`src/hw/m400_pkg.sv`:
```
package m400_pkg;

	// ----------------------------------------------------------
	// system bus field widths
	// ----------------------------------------------------------

	// segment number (nb)
	localparam int NB_W = 4;

	// word address within a segment (ad)
	localparam int AD_W = 16;

	// data word (dt / rdt)
	localparam int DT_W = 16;

	// ----------------------------------------------------------
	// bus field types
	// ----------------------------------------------------------

	typedef logic [NB_W-1:0] nb_t;
	typedef logic [AD_W-1:0] ad_t;
	typedef logic [DT_W-1:0] dt_t;

	// ----------------------------------------------------------
	// master command operation
	// ----------------------------------------------------------

	// read raises r, write raises w
	typedef enum logic {
		OP_READ,
		OP_WRITE
	} bus_op_e;

endpackage
```
`src/hw/sysbus_if.sv`:
```
`timescale 1ns/1ps

interface sysbus_if;
	import m400_pkg::*;

	// clear, forwarded from puks by isk
	logic cl;
	// write and read strobes
	logic w;
	logic r;
	// memory answer
	logic ok;
	// segment, address, write data
	nb_t nb;
	ad_t ad;
	dt_t dt;
	// read data back from memory
	dt_t rdt;

	// requester side
	modport master (output w, r, nb, ad, dt, input ok, rdt, cl);

	// isk side of a requester bundle
	modport arb (input w, r, nb, ad, dt, output ok, rdt, cl);

	// isk side of the memory bundle
	modport hub (output cl, w, r, nb, ad, dt, input ok, rdt);

	// memory side
	modport mem (input cl, w, r, nb, ad, dt, output ok, rdt);

endinterface

```
`src/hw/isk.sv`:
```
`timescale 1ns/1ps

module isk (
	input  logic       clk_sys,
	input  logic       rst_n,
	input  logic       cl_in,
	input  logic [1:0] zg,
	input  logic [1:0] zz,
	output logic [1:0] zw,
	sysbus_if.arb      cpu,
	sysbus_if.arb      io,
	sysbus_if.hub      mem
);

	// bit 0 cpu, bit 1 io, both low = bus free
	logic [1:0] gnt;

	// ----------------------------------------------------------
	// reservation
	// ----------------------------------------------------------

	always_ff @(posedge clk_sys) begin
		if (!rst_n || cl_in) begin
			gnt <= 2'b00;
		end else if (gnt == 2'b00) begin
			// cpu first
			if (zg[0]) begin
				gnt <= 2'b01;
			end else if (zg[1]) begin
				gnt <= 2'b10;
			end
		end else if ((zz & gnt) != 2'b00) begin
			// released by the owner, free next cycle
			gnt <= 2'b00;
		end
	end

	assign zw = gnt;

	// ----------------------------------------------------------
	// driver merge
	// ----------------------------------------------------------

	// clear goes everywhere
	assign mem.cl = cl_in;
	assign cpu.cl = cl_in;
	assign io.cl = cl_in;

	always_comb begin
		// idle bus when nobody holds it
		mem.w = 1'b0;
		mem.r = 1'b0;
		mem.nb = '0;
		mem.ad = '0;
		mem.dt = '0;
		if (gnt[0]) begin
			mem.w = cpu.w;
			mem.r = cpu.r;
			mem.nb = cpu.nb;
			mem.ad = cpu.ad;
			mem.dt = cpu.dt;
		end else if (gnt[1]) begin
			mem.w = io.w;
			mem.r = io.r;
			mem.nb = io.nb;
			mem.ad = io.ad;
			mem.dt = io.dt;
		end
	end

	// answer only to the owner
	assign cpu.ok = gnt[0] & mem.ok;
	assign cpu.rdt = gnt[0] ? mem.rdt : '0;
	assign io.ok = gnt[1] & mem.ok;
	assign io.rdt = gnt[1] ? mem.rdt : '0;

	// never two owners
	a_one_owner: assert property (@(posedge clk_sys) disable iff (!rst_n)
		!(zw[0] && zw[1]));

endmodule

```
`src/flat_wrapper.sv`:
```
// flat-port wrapper written by rule: the top's interface ports become plain ports
module isk_flat 
  (clk_sys, rst_n, cl_in, zg, zz, zw, cpu_w, cpu_r, cpu_nb, cpu_ad, cpu_dt, cpu_ok, cpu_rdt, cpu_cl, io_w, io_r, io_nb, io_ad, io_dt, io_ok, io_rdt, io_cl, mem_cl, mem_w, mem_r, mem_nb, mem_ad, mem_dt, mem_ok, mem_rdt);
  sysbus_if cpu_i ();
  sysbus_if io_i ();
  sysbus_if mem_i ();
  input  logic clk_sys;
  input  logic rst_n;
  input  logic cl_in;
  input  logic [1:0] zg;
  input  logic [1:0] zz;
  output logic [1:0] zw;
  input wire logic [$bits(cpu_i.w)-1:0] cpu_w;
  input wire logic [$bits(cpu_i.r)-1:0] cpu_r;
  input wire logic [$bits(cpu_i.nb)-1:0] cpu_nb;
  input wire logic [$bits(cpu_i.ad)-1:0] cpu_ad;
  input wire logic [$bits(cpu_i.dt)-1:0] cpu_dt;
  output wire logic [$bits(cpu_i.ok)-1:0] cpu_ok;
  output wire logic [$bits(cpu_i.rdt)-1:0] cpu_rdt;
  output wire logic [$bits(cpu_i.cl)-1:0] cpu_cl;
  input wire logic [$bits(io_i.w)-1:0] io_w;
  input wire logic [$bits(io_i.r)-1:0] io_r;
  input wire logic [$bits(io_i.nb)-1:0] io_nb;
  input wire logic [$bits(io_i.ad)-1:0] io_ad;
  input wire logic [$bits(io_i.dt)-1:0] io_dt;
  output wire logic [$bits(io_i.ok)-1:0] io_ok;
  output wire logic [$bits(io_i.rdt)-1:0] io_rdt;
  output wire logic [$bits(io_i.cl)-1:0] io_cl;
  output wire logic [$bits(mem_i.cl)-1:0] mem_cl;
  output wire logic [$bits(mem_i.w)-1:0] mem_w;
  output wire logic [$bits(mem_i.r)-1:0] mem_r;
  output wire logic [$bits(mem_i.nb)-1:0] mem_nb;
  output wire logic [$bits(mem_i.ad)-1:0] mem_ad;
  output wire logic [$bits(mem_i.dt)-1:0] mem_dt;
  input wire logic [$bits(mem_i.ok)-1:0] mem_ok;
  input wire logic [$bits(mem_i.rdt)-1:0] mem_rdt;
  assign cpu_i.w = cpu_w;
  assign cpu_i.r = cpu_r;
  assign cpu_i.nb = cpu_nb;
  assign cpu_i.ad = cpu_ad;
  assign cpu_i.dt = cpu_dt;
  assign cpu_ok = cpu_i.ok;
  assign cpu_rdt = cpu_i.rdt;
  assign cpu_cl = cpu_i.cl;
  assign io_i.w = io_w;
  assign io_i.r = io_r;
  assign io_i.nb = io_nb;
  assign io_i.ad = io_ad;
  assign io_i.dt = io_dt;
  assign io_ok = io_i.ok;
  assign io_rdt = io_i.rdt;
  assign io_cl = io_i.cl;
  assign mem_cl = mem_i.cl;
  assign mem_w = mem_i.w;
  assign mem_r = mem_i.r;
  assign mem_nb = mem_i.nb;
  assign mem_ad = mem_i.ad;
  assign mem_dt = mem_i.dt;
  assign mem_i.ok = mem_ok;
  assign mem_i.rdt = mem_rdt;
  isk u_core (.clk_sys(clk_sys), .rst_n(rst_n), .cl_in(cl_in), .zg(zg), .zz(zz), .zw(zw), .cpu(cpu_i), .io(io_i), .mem(mem_i));
endmodule
```
`config.mk`:
```
export PLATFORM = sky130hd
export DESIGN_NAME = isk_flat
export DESIGN_NICKNAME = d
export VERILOG_FILES = /design/src/hw/m400_pkg.sv /design/src/hw/sysbus_if.sv /design/src/hw/isk.sv /design/src/flat_wrapper.sv
export SDC_FILE = /design/constraint.sdc
export NUM_CORES = 1
export LEC_CHECK = 0
export ABC_AREA = 1
export BUFFER_PORTS_ARGS = -buffer_cell sky130_fd_sc_hd__buf_2
export CORE_ASPECT_RATIO = 2
export CORE_MARGIN = 2
export CORE_UTILIZATION = 25
export DETAILED_ROUTE_END_ITERATION = 10
export PLACE_DENSITY_LB_ADDON = 0.3
export SYNTH_ARGS = -nofsm -noshare
export SYNTH_HDL_FRONTEND = slang
export SYNTH_SLANG_ARGS = --single-unit
```
`constraint.sdc`:
```
create_clock -name clk_sys -period 1.15 [get_ports clk_sys]
set_input_delay 0.23 -clock clk_sys [delete_from_list [all_inputs] [get_ports clk_sys]]
set_output_delay 0.23 -clock clk_sys [all_outputs]
set_load 0.02 [all_outputs]
```
=== Yosys cells after proc, flatten, opt, wreduce, memory -nomap -nowiden ===
Index checks and enable logic that the tools add are counted.

* Flip-flop bits (word level): 2
* Word-level logic and storage cells: 27
* Input port bits: 100
* Output and inout port bits: 77

* Bitwise gates (word level): 3
* Equality and inequality tests: 1
* Reductions and logical operators: 6
* Muxes and demuxes: 16

{| class="wikitable"
|+ Operators with widths
! operator !! number
|-
| 2-to-1 mux 16 bit || 6
|-
| 2-to-1 mux 2 bit || 4
|-
| 2-to-1 mux 4 bit || 2
|-
| 2-to-1 mux 1 bit || 4
|-
| nonzero test 2 bit || 2
|-
| inequality test 3 bit, second input constant || 1
|-
| AND 1 bit || 2
|-
| AND 2 bit || 1
|-
| logical NOT 2 bit || 1
|-
| AND reduction 2 bit || 1
|-
| logical NOT 1 bit || 1
|-
| logical OR 1 bit || 1
|}

=== Longest topological paths before layout ===
Gate-level depths: netlist (run 1).

* Depth after elaboration: 4
* Mapped depth: 7
* Depth with buffers taken out: 5

=== Worst setup path after synthesis (run 1) ===
No wires, ideal clock.

* Path type: register -> output
* From: register u_core.gnt[0] (netlist: u_core.zw[0])
* To: output port mem_dt[10]
* Required time: 0.920 ns
* Setup slack: -0.131 ns
* Arrival: 1.051 ns
* Buffers on the path: 3
* Stages on the path, launching flop included: 7
* Path through: dfxtp_1 -> buf_6 -> inv_4 -> buf_6 -> buf_12 -> nand3_2 -> nand2_1

* Cells in the longest elaborated chain, start to end: 1

{| class="wikitable"
|+ Ends and longest elaborated chain
! item !! line !! source
|-
| from (decl) || isk.sv:16 || <nowiki>logic [1:0] gnt;</nowiki>
|-
| from (signal assigned) || isk.sv:24 || <nowiki>gnt <= 2'b00;</nowiki>
|-
| from (signal assigned) || isk.sv:28 || <nowiki>gnt <= 2'b01;</nowiki>
|-
| from (signal assigned) || isk.sv:30 || <nowiki>gnt <= 2'b10;</nowiki>
|-
| 2-to-1 mux 16 bit || isk.sv:56 || <nowiki>if (gnt[0]) begin</nowiki>
|-
| to (decl) || flat_wrapper.sv:34 || <nowiki>output wire logic [$bits(mem_i.dt)-1:0] mem_dt;</nowiki>
|}

Every way passes these cells.

=== Worst setup path in the final report (run 1) ===
* From: register u_core.gnt[1] (netlist: u_core.zw[1])
* To: output port mem_dt[6]

* Cells in the longest elaborated chain, start to end: 2

{| class="wikitable"
|+ Ends and longest elaborated chain
! item !! line !! source
|-
| 2-to-1 mux 16 bit || isk.sv:62 || <nowiki>end else if (gnt[1]) begin</nowiki>
|-
| 2-to-1 mux 16 bit || isk.sv:56 ||
|}

Every way passes these cells.

==> results.md, run 1 <==
Status:
- The run finished, with violations left.
- The checks that failed: setup timing.

Timing:
- Setup violations remaining at the end of the flow were counted as 74.
- The setup TNS is -10.94 ns.
- The actual transition at the worst max-transition pin is 0.177 ns.
- Timing would allow up to 740 MHz.
- In this run the tightest slew margin relative to its limit is 88.2%.
- Across all hold checks on the routed design, the worst slack comes to slightly below 0.3 ns.
- The post-route minimum period is 1.35 ns.
- The maximum clock skew at final layout is approximately 0.0047 ns.
- The count of final max-slew check failures is 0.
- After layout, the worst setup slack is -0.201 ns.
- The final hold violation count came to 0.
- Setup repair after global routing could not meet its margin everywhere.
- The post-route clock period utilization is 118%.

Placed design:
- Routability-driven placement finished with a final weighted congestion of 0.709.
- At the placement stage, the worst setup path has a slack of 0.0119 ns.
- Buffers placed on the I/O ports in this run total 176.
- The HPWL after detailed placement is 3820 um.

Yosys:
- The net count after synthesis is 320.
- In this run, synthesis produced a sequential element count of 2.
- The leading area contributor after synthesis is sky130_fd_sc_hd__nand2_1.
- The commonest cells after synthesis are sky130_fd_sc_hd__nand2_1, sky130_fd_sc_hd__inv_1, sky130_fd_sc_hd__nand3_1.
- The leading cell type by number of instances after synthesis is sky130_fd_sc_hd__nand2_1.
- The area share of the leading cell type in the synthesized netlist is 42.1%.
- In the synthesized netlist, the number of instances is 220.
- For this run, asynchronously set or reset flops after synthesis account for 0%.
- Sequential elements use 3.84% of the synthesized area.
- The number of flops mapped to enable cells by yosys is 0.
- Yosys printed 0 warnings.
- The most common flop cell mapped by yosys is sky130_fd_sc_hd__dfxtp_1.
- Counting distinct cell types in the post-synthesis netlist gives 12.
- After synthesis, the cell types taking the most area are sky130_fd_sc_hd__nand2_1, sky130_fd_sc_hd__nand3_1, sky130_fd_sc_hd__inv_1.
- The post-synth design cell area is 1040 um^2.
- The mean post-synth cell area is 4.74 um^2.

Power:
- The leakage power of the design is 1.71 nW.
- Across the VDD grid, the largest voltage drop is 0.465 mV.
- The power per unit of standard cell area is 475 nW/um^2.

Hold path:
- The class of the tightest hold or removal check is input pin to register.
- The source of the worst hold timing path is zg[0].
- The path with the worst hold slack has its endpoint at u_core.zw[0].
- Along the worst hold path, the cell count comes to 3.

Drt:
- Once detail routing completed, the nets flagged for antenna violations numbered 0.
- Dividing the detail-routed wire length by the instance count gives 13.0 um.
- The first-pass detailed-route iteration total is 4.
- Using the TritonRoute via totals, the vias-per-cell ratio works out to 4.52.
- After detailed routing, the number of remaining DRC violations is 0.
- Detailed routing inserted a total of between 2000 and 2500 vias.
- After detailed routing, the total wire length is slightly below 6000 um.
- The DRC violation total after the first TritonRoute iteration is 26.

Setup path:
- The category of cells accounting for the largest share of critical-path delay is flip-flops.
- Traced cell by cell, the critical path runs through buf_12 > buf_16 > nand3_2 > nand2_4 > buf_6.
- The sort of element at the end of the critical path is a primary output.
- The number of buffer and inverter stages on the critical path is 3.
- The reg2reg setup slack is around 0.07 ns.
- The critical path required time is about 0.92 ns.
- STA classifies the critical path startpoint as a register.
- Counting cells, the worst reg-to-reg path comes to 5.
- The stage delay of the slowest cell on the critical path is 0.41 ns.
- The signal arrival time at the worst endpoint is 1.12 ns.
- The critical path is of the register to primary output type.
- The source of the worst register-to-register timing path is u_core.zw[0].
- On the critical path, the stage with the largest delay is an instance of sky130_fd_sc_hd__dfxtp_4.
- The largest fanout on the critical path is 6.
- The reg-to-reg critical path endpoint is u_core.zw[0].

Finish:
- The multi-input combinational cells in the finished layout cover a total of 880 um^2.
- The number of antenna diodes in the final layout is 0.
- Of the cells placed in the final design, the portion with a size suffix greater than 1 is ~66%.
- Cells fill 67.9% of the core in the end.
- The layout filler cell count is 330.
- Compared with the post-synthesis result, the final layout area differs by 164%.
- The flip-flop count of the largest register after layout is 2.
- Across the whole layout, storage elements account for 47.5 um^2.
- After the last flow step, the layout net total stands at 496.

Die:
- The placeable core region is 4050 um^2.
- The number of top-level pins is 177.
- From left edge to right edge, the die measures a little under 50 um.
- The initial cell density of the core is about a quarter.
- The die is 95.3 um tall.
- The die covers roughly 4700 um^2.
- The cell row count is 33.

GRT:
- The via count of the first global-routing pass is 1778.
- The sum of overflow across all layers after global routing is 0.
- The maximum number of pins on one net before global-route repair is 34.
- The first global-routing pass estimated 8140 um of wire.
- Global routing used between 20% and 30% of the available tracks across all layers.
- The initial antenna violation count was 0.

Clock network:
- The number of sinks driven by the clock tree is 2.
- TritonCTS built the clock tree.
- For this design, the CTS-stage hold fixing added 0 buffers.
- The number of buffers added by the clock tree synthesis step is 3.
- The clock transition at the register clock pins on the worst setup and hold paths after CTS is about 0.03 ns.
- The insertion delay of the later-clocked pin in the worst-skew pair is 0.21 ns.
- The number of H-tree levels is 1.
- The clock tree root buffer cell is sky130_fd_sc_hd__clkbuf_8.
- The clock passes through at most 2 buffers.

Flow run:
- Across the run, the number of max-cap violations was 0.
[cells in the final DEF (no fill, tap or decap), types with 3 or more instances in the layout]
master / count
sky130_fd_sc_hd__nand2_4: 11
sky130_fd_sc_hd__inv_1: 16
sky130_fd_sc_hd__nand2_1: 90
sky130_fd_sc_hd__nand2_2: 16
sky130_fd_sc_hd__buf_2: 102
sky130_fd_sc_hd__nand3_2: 15
sky130_fd_sc_hd__nor2_1: 3
sky130_fd_sc_hd__buf_6: 57
sky130_fd_sc_hd__buf_4: 20
sky130_fd_sc_hd__nand3_1: 23
sky130_fd_sc_hd__buf_12: 7
sky130_fd_sc_hd__inv_2: 20
sky130_fd_sc_hd__clkbuf_8: 3
[worst max-delay path by stage]
stage	start	to	cells past startpoint
after global placement	u_core.zw[0]	mem_dt[14]	4
after detailed placement	u_core.zw[0]	mem_dt[12]	4
final	u_core.zw[1]	mem_dt[6]	5
after CTS	u_core.zw[0]	mem_ad[0]	5
after global routing	u_core.zw[1]	mem_dt[6]	5
after floorplan	u_core.zw[0]	mem_dt[10]	6
[cells by family (layout without fill, tap and decap cells)]
kind of cell           count (synthesis)  after routing  synth area share [%]
buffers and inverters                 57            232                  28.3
and+or+nand+nor                      161            161                  67.8
DFF                                    2              2                  3.84
[tightest hold or removal path, stage by stage]
cell and delay, ns:
sky130_fd_sc_hd__buf_2 0.09, sky130_fd_sc_hd__nand3_1 0.07, sky130_fd_sc_hd__nand2_1 0.08
[final cells by class]
type                            instances  area share (%)
Clock buffer                            4            1.64
Inverter                               37            5.33
Timing Repair Buffer                  191            56.9
Multi-Input combinational cell        161            32.0
Tap cell                               52            2.37
Sequential cell                         2            1.73
[where the power goes]
part	switching (mW)	total, mW	internal (mW)
Sequential	0.0113	0.0827	0.0714
Combinational	0.465	0.927	0.462
Clock	0.0591	0.294	0.235
[per-layer routing]
| layer | wire (um) | vias up | track usage, % |
|---|---|---|---|
| met5 | 0 | - | 0 |
| met4 | 53 | 0 | 3.94 |
| met3 | 439 | 8 | 4.70 |
| met2 | 3420 | 107 | 43.7 |
| met1 | 1910 | 904 | 21.7 |
| li1 | - | 1003 | - |
[repair_timing]
| action | in CTS | in global routing |
|---|---|---|
| buffers inserted | 4 | 0 |
| pin swaps | 5 | 1 |
| resized for setup | 126 | 41 |
| endpoints found under the setup margin | 74 | 76 |
| gates cloned | 4 | 2 |
[metrics by stage]
stage	area [um^2]	std cells	total power, mW
after floorplan	1130	220	0.463
final	2750	447	1.30
after global routing	2750	447	1.39
after detailed placement	2050	435	0.779
after global placement	2050	435	0.773
after CTS	2600	447	1.26
Power figures use the tool's default switching activity.
==> inputs of run 2 (changes only) <==
--- a/config.mk
+++ b/config.mk
@@ -12,6 +12,7 @@
 export CORE_UTILIZATION = 25
 export DETAILED_ROUTE_END_ITERATION = 10
 export PLACE_DENSITY_LB_ADDON = 0.3
+export RECOVER_POWER = 100
 export SYNTH_ARGS = -nofsm -noshare
 export SYNTH_HDL_FRONTEND = slang
 export SYNTH_SLANG_ARGS = --single-unit
==> run 2 against run 1 <==
Compared with the run above:
- critical endpoint unchanged
- largest cell class unchanged
- worst setup slack barely moved
- clock power barely moved
- wire length fell by 0.19%
- via count barely moved
- highest routed layer unchanged
- critical path depth did not move
- final cell count did not move
- largest power group unchanged
- maximum frequency barely moved
- power fell by 0.27%
- the flow still finishes with violations (setup timing)
- sequential cell count did not move
==> results.md, run 2 (synthesized netlist as in run 1, its figures left out) <==
Power:
- The share of total power dissipated in the clock network is 22.6%.
- The design draws 1.30 mW.
- The proportion of total power due to net switching is between 40% and 50%.
- The switching component of the power is 0.536 mW.
- The internal power is 0.765 mW.
- The power per unit of standard cell area is between 400 and 500 nW/um^2.
- The sequential fraction of design power is 6.4%.
- The worst-case IR drop observed on VDD is 0.465 mV.
- The combinational fraction of design power is 71.0%.
- In this run the static leakage power is 1.70 nW.

Placed design:
- The worst-case setup slack after placement is 0.0119 ns.
- After detailed placement, the design holds a cell count of about 440.
- The final weighted congestion in routability-driven placement is 0.709.
- Detailed placement finished with a half-perimeter wire length of 3820 um.
- The number of buffer cells added on primary ports is ~180.

Timing:
- At the pin with the least slew margin, the transition time is ~0.26 ns.
- The least setup slack across all paths after layout is -0.201 ns.
- The count of final max-slew check failures is 0.
- The post-route clock period utilization is 118%.
- The final hold violation count was 0.
- The clock arrives with 0.00467 ns of skew.
- On the final layout, the worst hold slack is 0.289 ns.
- The maximum operating frequency is 740 MHz.
- Setup violations remaining at the end of the flow were counted as 74.
- The routed design could run at a clock period as short as roughly 1.4 ns.
- Setup repair after global routing could not meet its margin everywhere.
- The relative slew slack is 82.6%.

Clock network:
- The clock net in this run drives a total of 2 sinks.
- The clock tree root buffer cell is sky130_fd_sc_hd__clkbuf_8.
- The maximum buffer depth of the clock tree is 2.
- Counting the buffers created by CTS gives 3.
- CTS built an H-tree with a depth of 1.
- The clock tree from TritonCTS is done.
- Clock-pin slew was measured on the worst setup and hold paths at roughly 0.030 ns.
- After clock tree synthesis, the flow added hold-fix buffers numbering 0.
- For the worst-skew pair, the clock arrives at the later sink with an insertion delay of 0.21 ns.

Finish:
- The flip-flop count of the largest register after layout is 2.
- 0 antenna diodes ended up in the layout.
- In the final layout, the share of cells above drive strength 1 is roughly two thirds.
- Measured on the finished design, the core utilization comes to between 60 and 70%.
- In the layout the commonest cells are sky130_fd_sc_hd__buf_2, sky130_fd_sc_hd__nand2_1, sky130_fd_sc_hd__buf_6.
- From synthesis to final layout, the design area changed by 163%.
- Once layout is complete, the cells apart from fillers number roughly 450.
- The number of nets in the final layout is 496.
- The layout filler cell count is between 300 and 400.
- The commonest non-fill, non-tap cell in the layout is sky130_fd_sc_hd__buf_2.

Setup path:
- The worst setup path is captured at a primary output.
- The kind of launch point of the worst setup path is a register.
- The largest individual stage delay along the critical path comes from the cell sky130_fd_sc_hd__dfxtp_4.
- The stage delay of the slowest cell on the critical path is 0.41 ns.
- The signal on the critical path passes through buf_12 > buf_16 > nand3_2 > nand2_4 > buf_6.
- In this run the worst path has a maximum fanout of 6.
- The setup path with the least slack is of type register to primary output.
- The signal arrival time at the worst endpoint is 1.12 ns.
- For the worst setup path, the data required time is 0.92 ns.

GRT:
- The first global-routing pass estimated between 8000 and 9000 um of wire.
- Global routing consumed, over all layers together, 21.5% of the routing resources.
- The via count of the first global-routing pass came to approximately 1800.
- The sum of overflow across all layers after global routing is 0.
- Entering global routing, the biggest net connects 34 pins.
- The initial antenna violation count came to 0.

Die:
- The initial cell density of the core is 25.8%.
- The cell row count is 33.
- The region available for standard cell placement spans 4050 um^2.
- The die is 49.7 um wide.
- The die covers 4730 um^2.
- The number of top-level pins is 177.
- Measured along the y axis, the die boundary spans 95.3 um.

Drt:
- The final layout contains routed wiring with a total length of between 5000 and 6000 um.
- The first detailed-routing pass took 4 iterations.
- The count of nets left with antenna violations once routing finished came out at 0.
- The average vias per placed instance is 4.53.
- The count of unresolved DRC violations after routing is 0.
- The DRC violation total after the first TritonRoute iteration is 26.
- The total via count in the routed design is just over 2000.
- Dividing the detail-routed wire length by the instance count gives 13.0 um.

Flow run:
- Max-cap violations in this run came to 0.

Status:
- The flow ran to the end, but the final reports show violations.
- The checks that failed: setup timing.

Hold path:
- The path class of the tightest hold or removal check is input pin to register.
[run 2: cell count changes in the layout (fill, tap and decap cells not counted), sizes merged]
cell,delta
buf,-4
clkbuf,+4
[run 2: through the flow]
stage | instance area (um^2) | TNS (ns)
after floorplan | 1130 | -0.205
after global placement | 2050 | 0
after detailed placement | 2050 | 0
after CTS | 2600 | -12.53
after global routing | 2740 | -14.33
final | 2740 | -10.88
[run 2: power groups by stage]
stage	Clock (mW)	Combinational, mW	Sequential (mW)
6_report	0.294	0.924	0.0827
5_1_grt	0.312	0.988	0.0833
4_1_cts	0.301	0.875	0.0809
3_5_place_dp	0	0.699	0.0805
3_3_place_gp	0	0.692	0.0803
2_1_floorplan	0	0.383	0.0803
[run 2: critical path: cells and delay by family, from the launching register on]
kind / cells / cell delay (ns)
buffers and inverters: 3 / 0.35
and+or+nand+nor: 2 / 0.15
DFF: 1 / 0.41
[run 2: worst paths after layout]
| kind | startpoint | to | slack [ns] | cells after the start |
|---|---|---|---|---|
| setup / recovery | u_core.zw[1] | mem_dt[6] | -0.20 | 5 |
| hold / removal | zg[0] | u_core.zw[1] | 0.29 | 4 |
| hold reg to reg | u_core.zw[1] | u_core.zw[1] | 0.82 | 5 |
| setup reg to reg | u_core.zw[0] | u_core.zw[0] | 0.02 | 5 |
[run 2: what timing repair did]
action	in CTS	in global routing
gates resized for setup	126	41
cloned	4	2
pin swaps	5	1
buffers inserted	4	0
endpoints found under the setup margin	74	76
[run 2: layout make-up]
cell class / instances / area [um^2] / share of cell area (%)
well taps: 52 / 65.1 / 2.38
inverters: 37 / 146 / 5.34
clock buffers: 4 / 45.0 / 1.64
flip-flops and latches: 2 / 47.5 / 1.74
repair buffers: 191 / 1560 / 56.8
multi-input cells: 161 / 880 / 32.1
[run 2: routing by layer]
layer	vias up	wire length [um]	part of all wire (%)	track usage [%]
met5	-	0	0	0
met4	0	53	0.91	3.94
met3	8	439	7.6	4.70
met2	107	3410	59	43.7
met1	905	1910	33	21.7
li1	1003	-	-	-
==> inputs of run 3 (changes only) <==
--- a/config.mk
+++ b/config.mk
@@ -5,12 +5,10 @@
 export SDC_FILE = /design/constraint.sdc
 export NUM_CORES = 1
 export LEC_CHECK = 0
-export ABC_AREA = 1
 export BUFFER_PORTS_ARGS = -buffer_cell sky130_fd_sc_hd__buf_2
-export CORE_ASPECT_RATIO = 2
-export CORE_MARGIN = 2
-export CORE_UTILIZATION = 25
+export CORE_AREA = 2 2 69 71
 export DETAILED_ROUTE_END_ITERATION = 10
+export DIE_AREA = 0 0 71 73
 export PLACE_DENSITY_LB_ADDON = 0.3
 export RECOVER_POWER = 100
 export SYNTH_ARGS = -nofsm -noshare
==> run 3 against run 2 <==
Compared with the run above:
- the run still ends with setup timing left
- sequential cell count unchanged
- maximum frequency down 7.5%
- synthesized area down 29%
- critical path depth down 1
- largest cell class unchanged
- largest power group unchanged
- highest routed layer unchanged
==> results.md, run 3 <==
Status:
- The run finished, with violations left.
- The checks that failed: setup timing.

Clock network:
- The clock drives 2 sinks.
- The clock tree from TritonCTS is done.
- The number of buffers added by the clock tree synthesis step is 3.
- The number of H-tree levels is 1.
- The insertion delay of the later-clocked pin in the worst-skew pair is 0.21 ns.
- In this run, post-CTS hold repair placed 0 buffers.
- The clock passes through at most 2 buffers.
- After clock tree synthesis, the clock-pin slew on the worst setup and hold paths is 0.03 ns.
- The clock tree root buffer cell is sky130_fd_sc_hd__clkbuf_8.

Finish:
- The flip-flop count of the largest register after layout is 2.
- The library cells used most frequently in the layout, excluding fill and tap cells, are sky130_fd_sc_hd__buf_2, sky130_fd_sc_hd__buf_6, sky130_fd_sc_hd__a22o_4.
- The layout overhead on the synthesized area is 226%.
- The ratio of cells with drive above 1 in the final layout is between 90% and 100%.
- The antenna diode count is 0.
- The layout filler cell count is 384.
- Summing all multi-input logic gate instances after layout gives ~900 um^2.
- For this run, the share of the core covered by cells in the final layout is between 50 and 60%.
- The final cell count without fillers is 325.
- The commonest non-fill, non-tap cell in the layout is sky130_fd_sc_hd__buf_2.
- Across the whole layout, storage elements account for approximately 48 um^2.
- The number of nets in the final layout is 373.

Yosys:
- The average instance in the mapped netlist occupies around 7.5 um^2.
- When the netlist entered floorplanning its net count stood at 199.
- Summed over all instances, the cell type with the most area after synthesis is sky130_fd_sc_hd__a22o_1.
- For this run, the leading register cell type out of synthesis is sky130_fd_sc_hd__dfxtp_1.
- The number of flops mapped to enable cells by yosys is 0.
- The Yosys step of the flow raised 0 warnings.
- After synthesis, the cell types taking the most area are sky130_fd_sc_hd__a22o_1, sky130_fd_sc_hd__and2_1, sky130_fd_sc_hd__dfxtp_1.
- Synthesis inferred 2 register bits.
- After synthesis, flip-flops and latches occupy between 5 and 6% of the total area.
- The count of distinct cell types in the synthesized netlist is 14.
- sky130_fd_sc_hd__a22o_1 is the most common cell in the netlist.
- The cell area that synthesis handed to floorplanning was 741 um^2.
- In the synthesized netlist, the cells that appear most often are sky130_fd_sc_hd__a22o_1, sky130_fd_sc_hd__and2_1, sky130_fd_sc_hd__buf_2.
- The area share of the leading cell type in the synthesized netlist is 44.9%.
- Counting every instance in the synthesized netlist gives 99.
- For this run, asynchronously set or reset flops after synthesis account for 0%.

Setup path:
- Data on the critical path arrives at its endpoint at 1.23 ns.
- The largest individual stage delay along the critical path comes from the cell sky130_fd_sc_hd__dfxtp_4.
- Grouping stages by cell kind, the critical path spends the most delay in flip-flops.
- Of all nets on the critical path, the largest fanout is 21.
- Tracing the worst setup path back leads to its startpoint at u_core.zw[0].
- The worst setup path is of the register to primary output kind.
- STA classifies the critical path endpoint as a primary output.
- The reg2reg setup slack is -0.03 ns.
- The number of buffer and inverter stages on the critical path is 2.
- Traced cell by cell, the critical path runs through nor2_4 > buf_12 > a22o_1 > buf_6.
- For this run, the slowest stage of the critical path takes 0.35 ns.
- The kind of launch point of the worst setup path is a register.
- The worst register-to-register path begins at u_core.zw[1].
- For the worst setup path, the data required time is 0.92 ns.

GRT:
- For met2 alone, demand over resource in global routing was 34.8%.
- The global routing met1 resource utilization is 17.4%.
- The via count of the first global-routing pass is 1422.
- For this run, global-route usage on met3 was measured as 3.45%.
- Entering global routing, the biggest net connects 39 pins.
- The initial antenna violation count was 0.
- The overall fraction of global-route tracks in use is 16.7%.
- The wire length of the first global-routing pass is 7000 um.
- The most crowded layer after global routing is met2.
- After global routing the overflow that remains totals 0.

Power:
- The peak supply drop is 0.256 mV.
- Total power for the finished layout comes to 1.11 mW.
- The power per unit of standard cell area is 458 nW/um^2.
- For this design the static power due to leakage is 1.39 nW.

Drt:
- For this block, the initial DRC count from the detailed router was 22.
- The count of nets left with antenna violations after detail routing is 0.
- The average vias per placed instance is 4.55.
- The pre-antenna-repair detailed-routing pass consisted of 4 iterations.
- Wires add up to 4880 um.
- In the routed design, unresolved DRC markers number 0.
- The total via count in the routed design is 1479.
- After detailed routing, the average wire length per cell comes to 15.0 um.

Die:
- Once the floorplan was initialized, standard cells occupied around 16% of the core.
- The die is ~73 um tall.
- The floorplan step set the die width to roughly 71 um.
- The floorplan step defined a die boundary enclosing 5180 um^2.
- During I/O placement, the number of pins put on the boundary was 177.
- The placeable core region is 4540 um^2.
- After floorplanning, the core was divided into 25 placement rows.

Timing:
- The smallest clock period supported by the final layout is computed as roughly 1.5 ns.
- Setup total negative slack on the finished layout was measured at -16.45 ns.
- Setup repair after global routing could not meet its margin everywhere.
- The least setup slack across all paths after layout is -0.311 ns.
- The total of endpoints with negative setup slack in the final report is 76.
- The maximum clock skew at final layout is 0.00194 ns.
- The final hold violation count is 0.
- The final critical path takes up 127% of the cycle.
- The relative slew slack is 83.2%.
- The count of final max-slew check failures came to 0.
- For the pin with the worst max-slew slack, the measured transition is 0.253 ns.
- The maximum operating frequency is a little under 700 MHz.

Hold path:
- In this run the most critical hold path is launched from rst_n.
- The worst hold path belongs to the class input pin to register.

Placed design:
- The number of buffer cells added on primary ports is 176.
- The post-DP HPWL is 3640 um.
- The total placed cells including tap cells is roughly 320.
- The worst-case setup slack after placement is -0.117 ns.
- The final weighted congestion in routability-driven placement is between 0.7 and 0.8.

Flow run:
- Across the run, the number of max-cap violations was 0.
==> run 3: metrics by stage <==
| step | area (um^2) | hold slack, ns |
|---|---|---|
| final | 2410 | 0.277 |
| after global placement | 1970 | 0.499 |
| after CTS | 2410 | 0.276 |
| after floorplan | 1060 | 0.374 |
| after detailed placement | 1970 | 0.497 |
| after global routing | 2410 | 0.310 |
==> run 3: cells by family after synthesis <==
family / after synthesis / share of synthesized area [%]
AND/OR/NAND/NOR: 39 / 32.1
flip-flops: 2 / 5.41
buffers and inverters: 16 / 14.0
AO/OA/AOI/OAI: 42 / 48.5
==> run 3: power by group <==
group	switching, mW	internal, mW	total (mW)
Combinational	0.348	0.404	0.751
Sequential	0.00357	0.0702	0.0737
Clock	0.0591	0.222	0.281
==> run 3: what timing repair did <==
action,CTS,global route
resized for setup,122,5
gates cloned,1,0
setup buffers,3,0
setup endpoints to repair,74,76
==> run 3: layout make-up <==
cell class,instances,share of cell area (%)
tap,54,2.80
sequential,2,1.97
multi-input combinational,81,38.2
timing repair buffer,184,55.1
inverter,1,0.156
clock buffer,3,1.71
==> run 3: metal layers <==
layer,wire (um),vias up
met5,0,-
met4,17,0
met3,483,2
met2,2750,110
met1,1630,657
li1,-,710
==> run 3: final timing paths <==
kind	endpoint	cells past startpoint
hold reg to reg	u_core.zw[1]	3
hold / removal	u_core.zw[1]	3
setup / recovery	mem_ad[15]	4
setup reg to reg	u_core.zw[1]	6
==> run 3: tightest hold or removal path, delay by kind of cell <==
family | cells | cell delay (ns)
buffers and inverters | 1 | 0.09
AND/OR/NAND/NOR | 1 | 0.08
AO/OA/AOI/OAI | 1 | 0.04
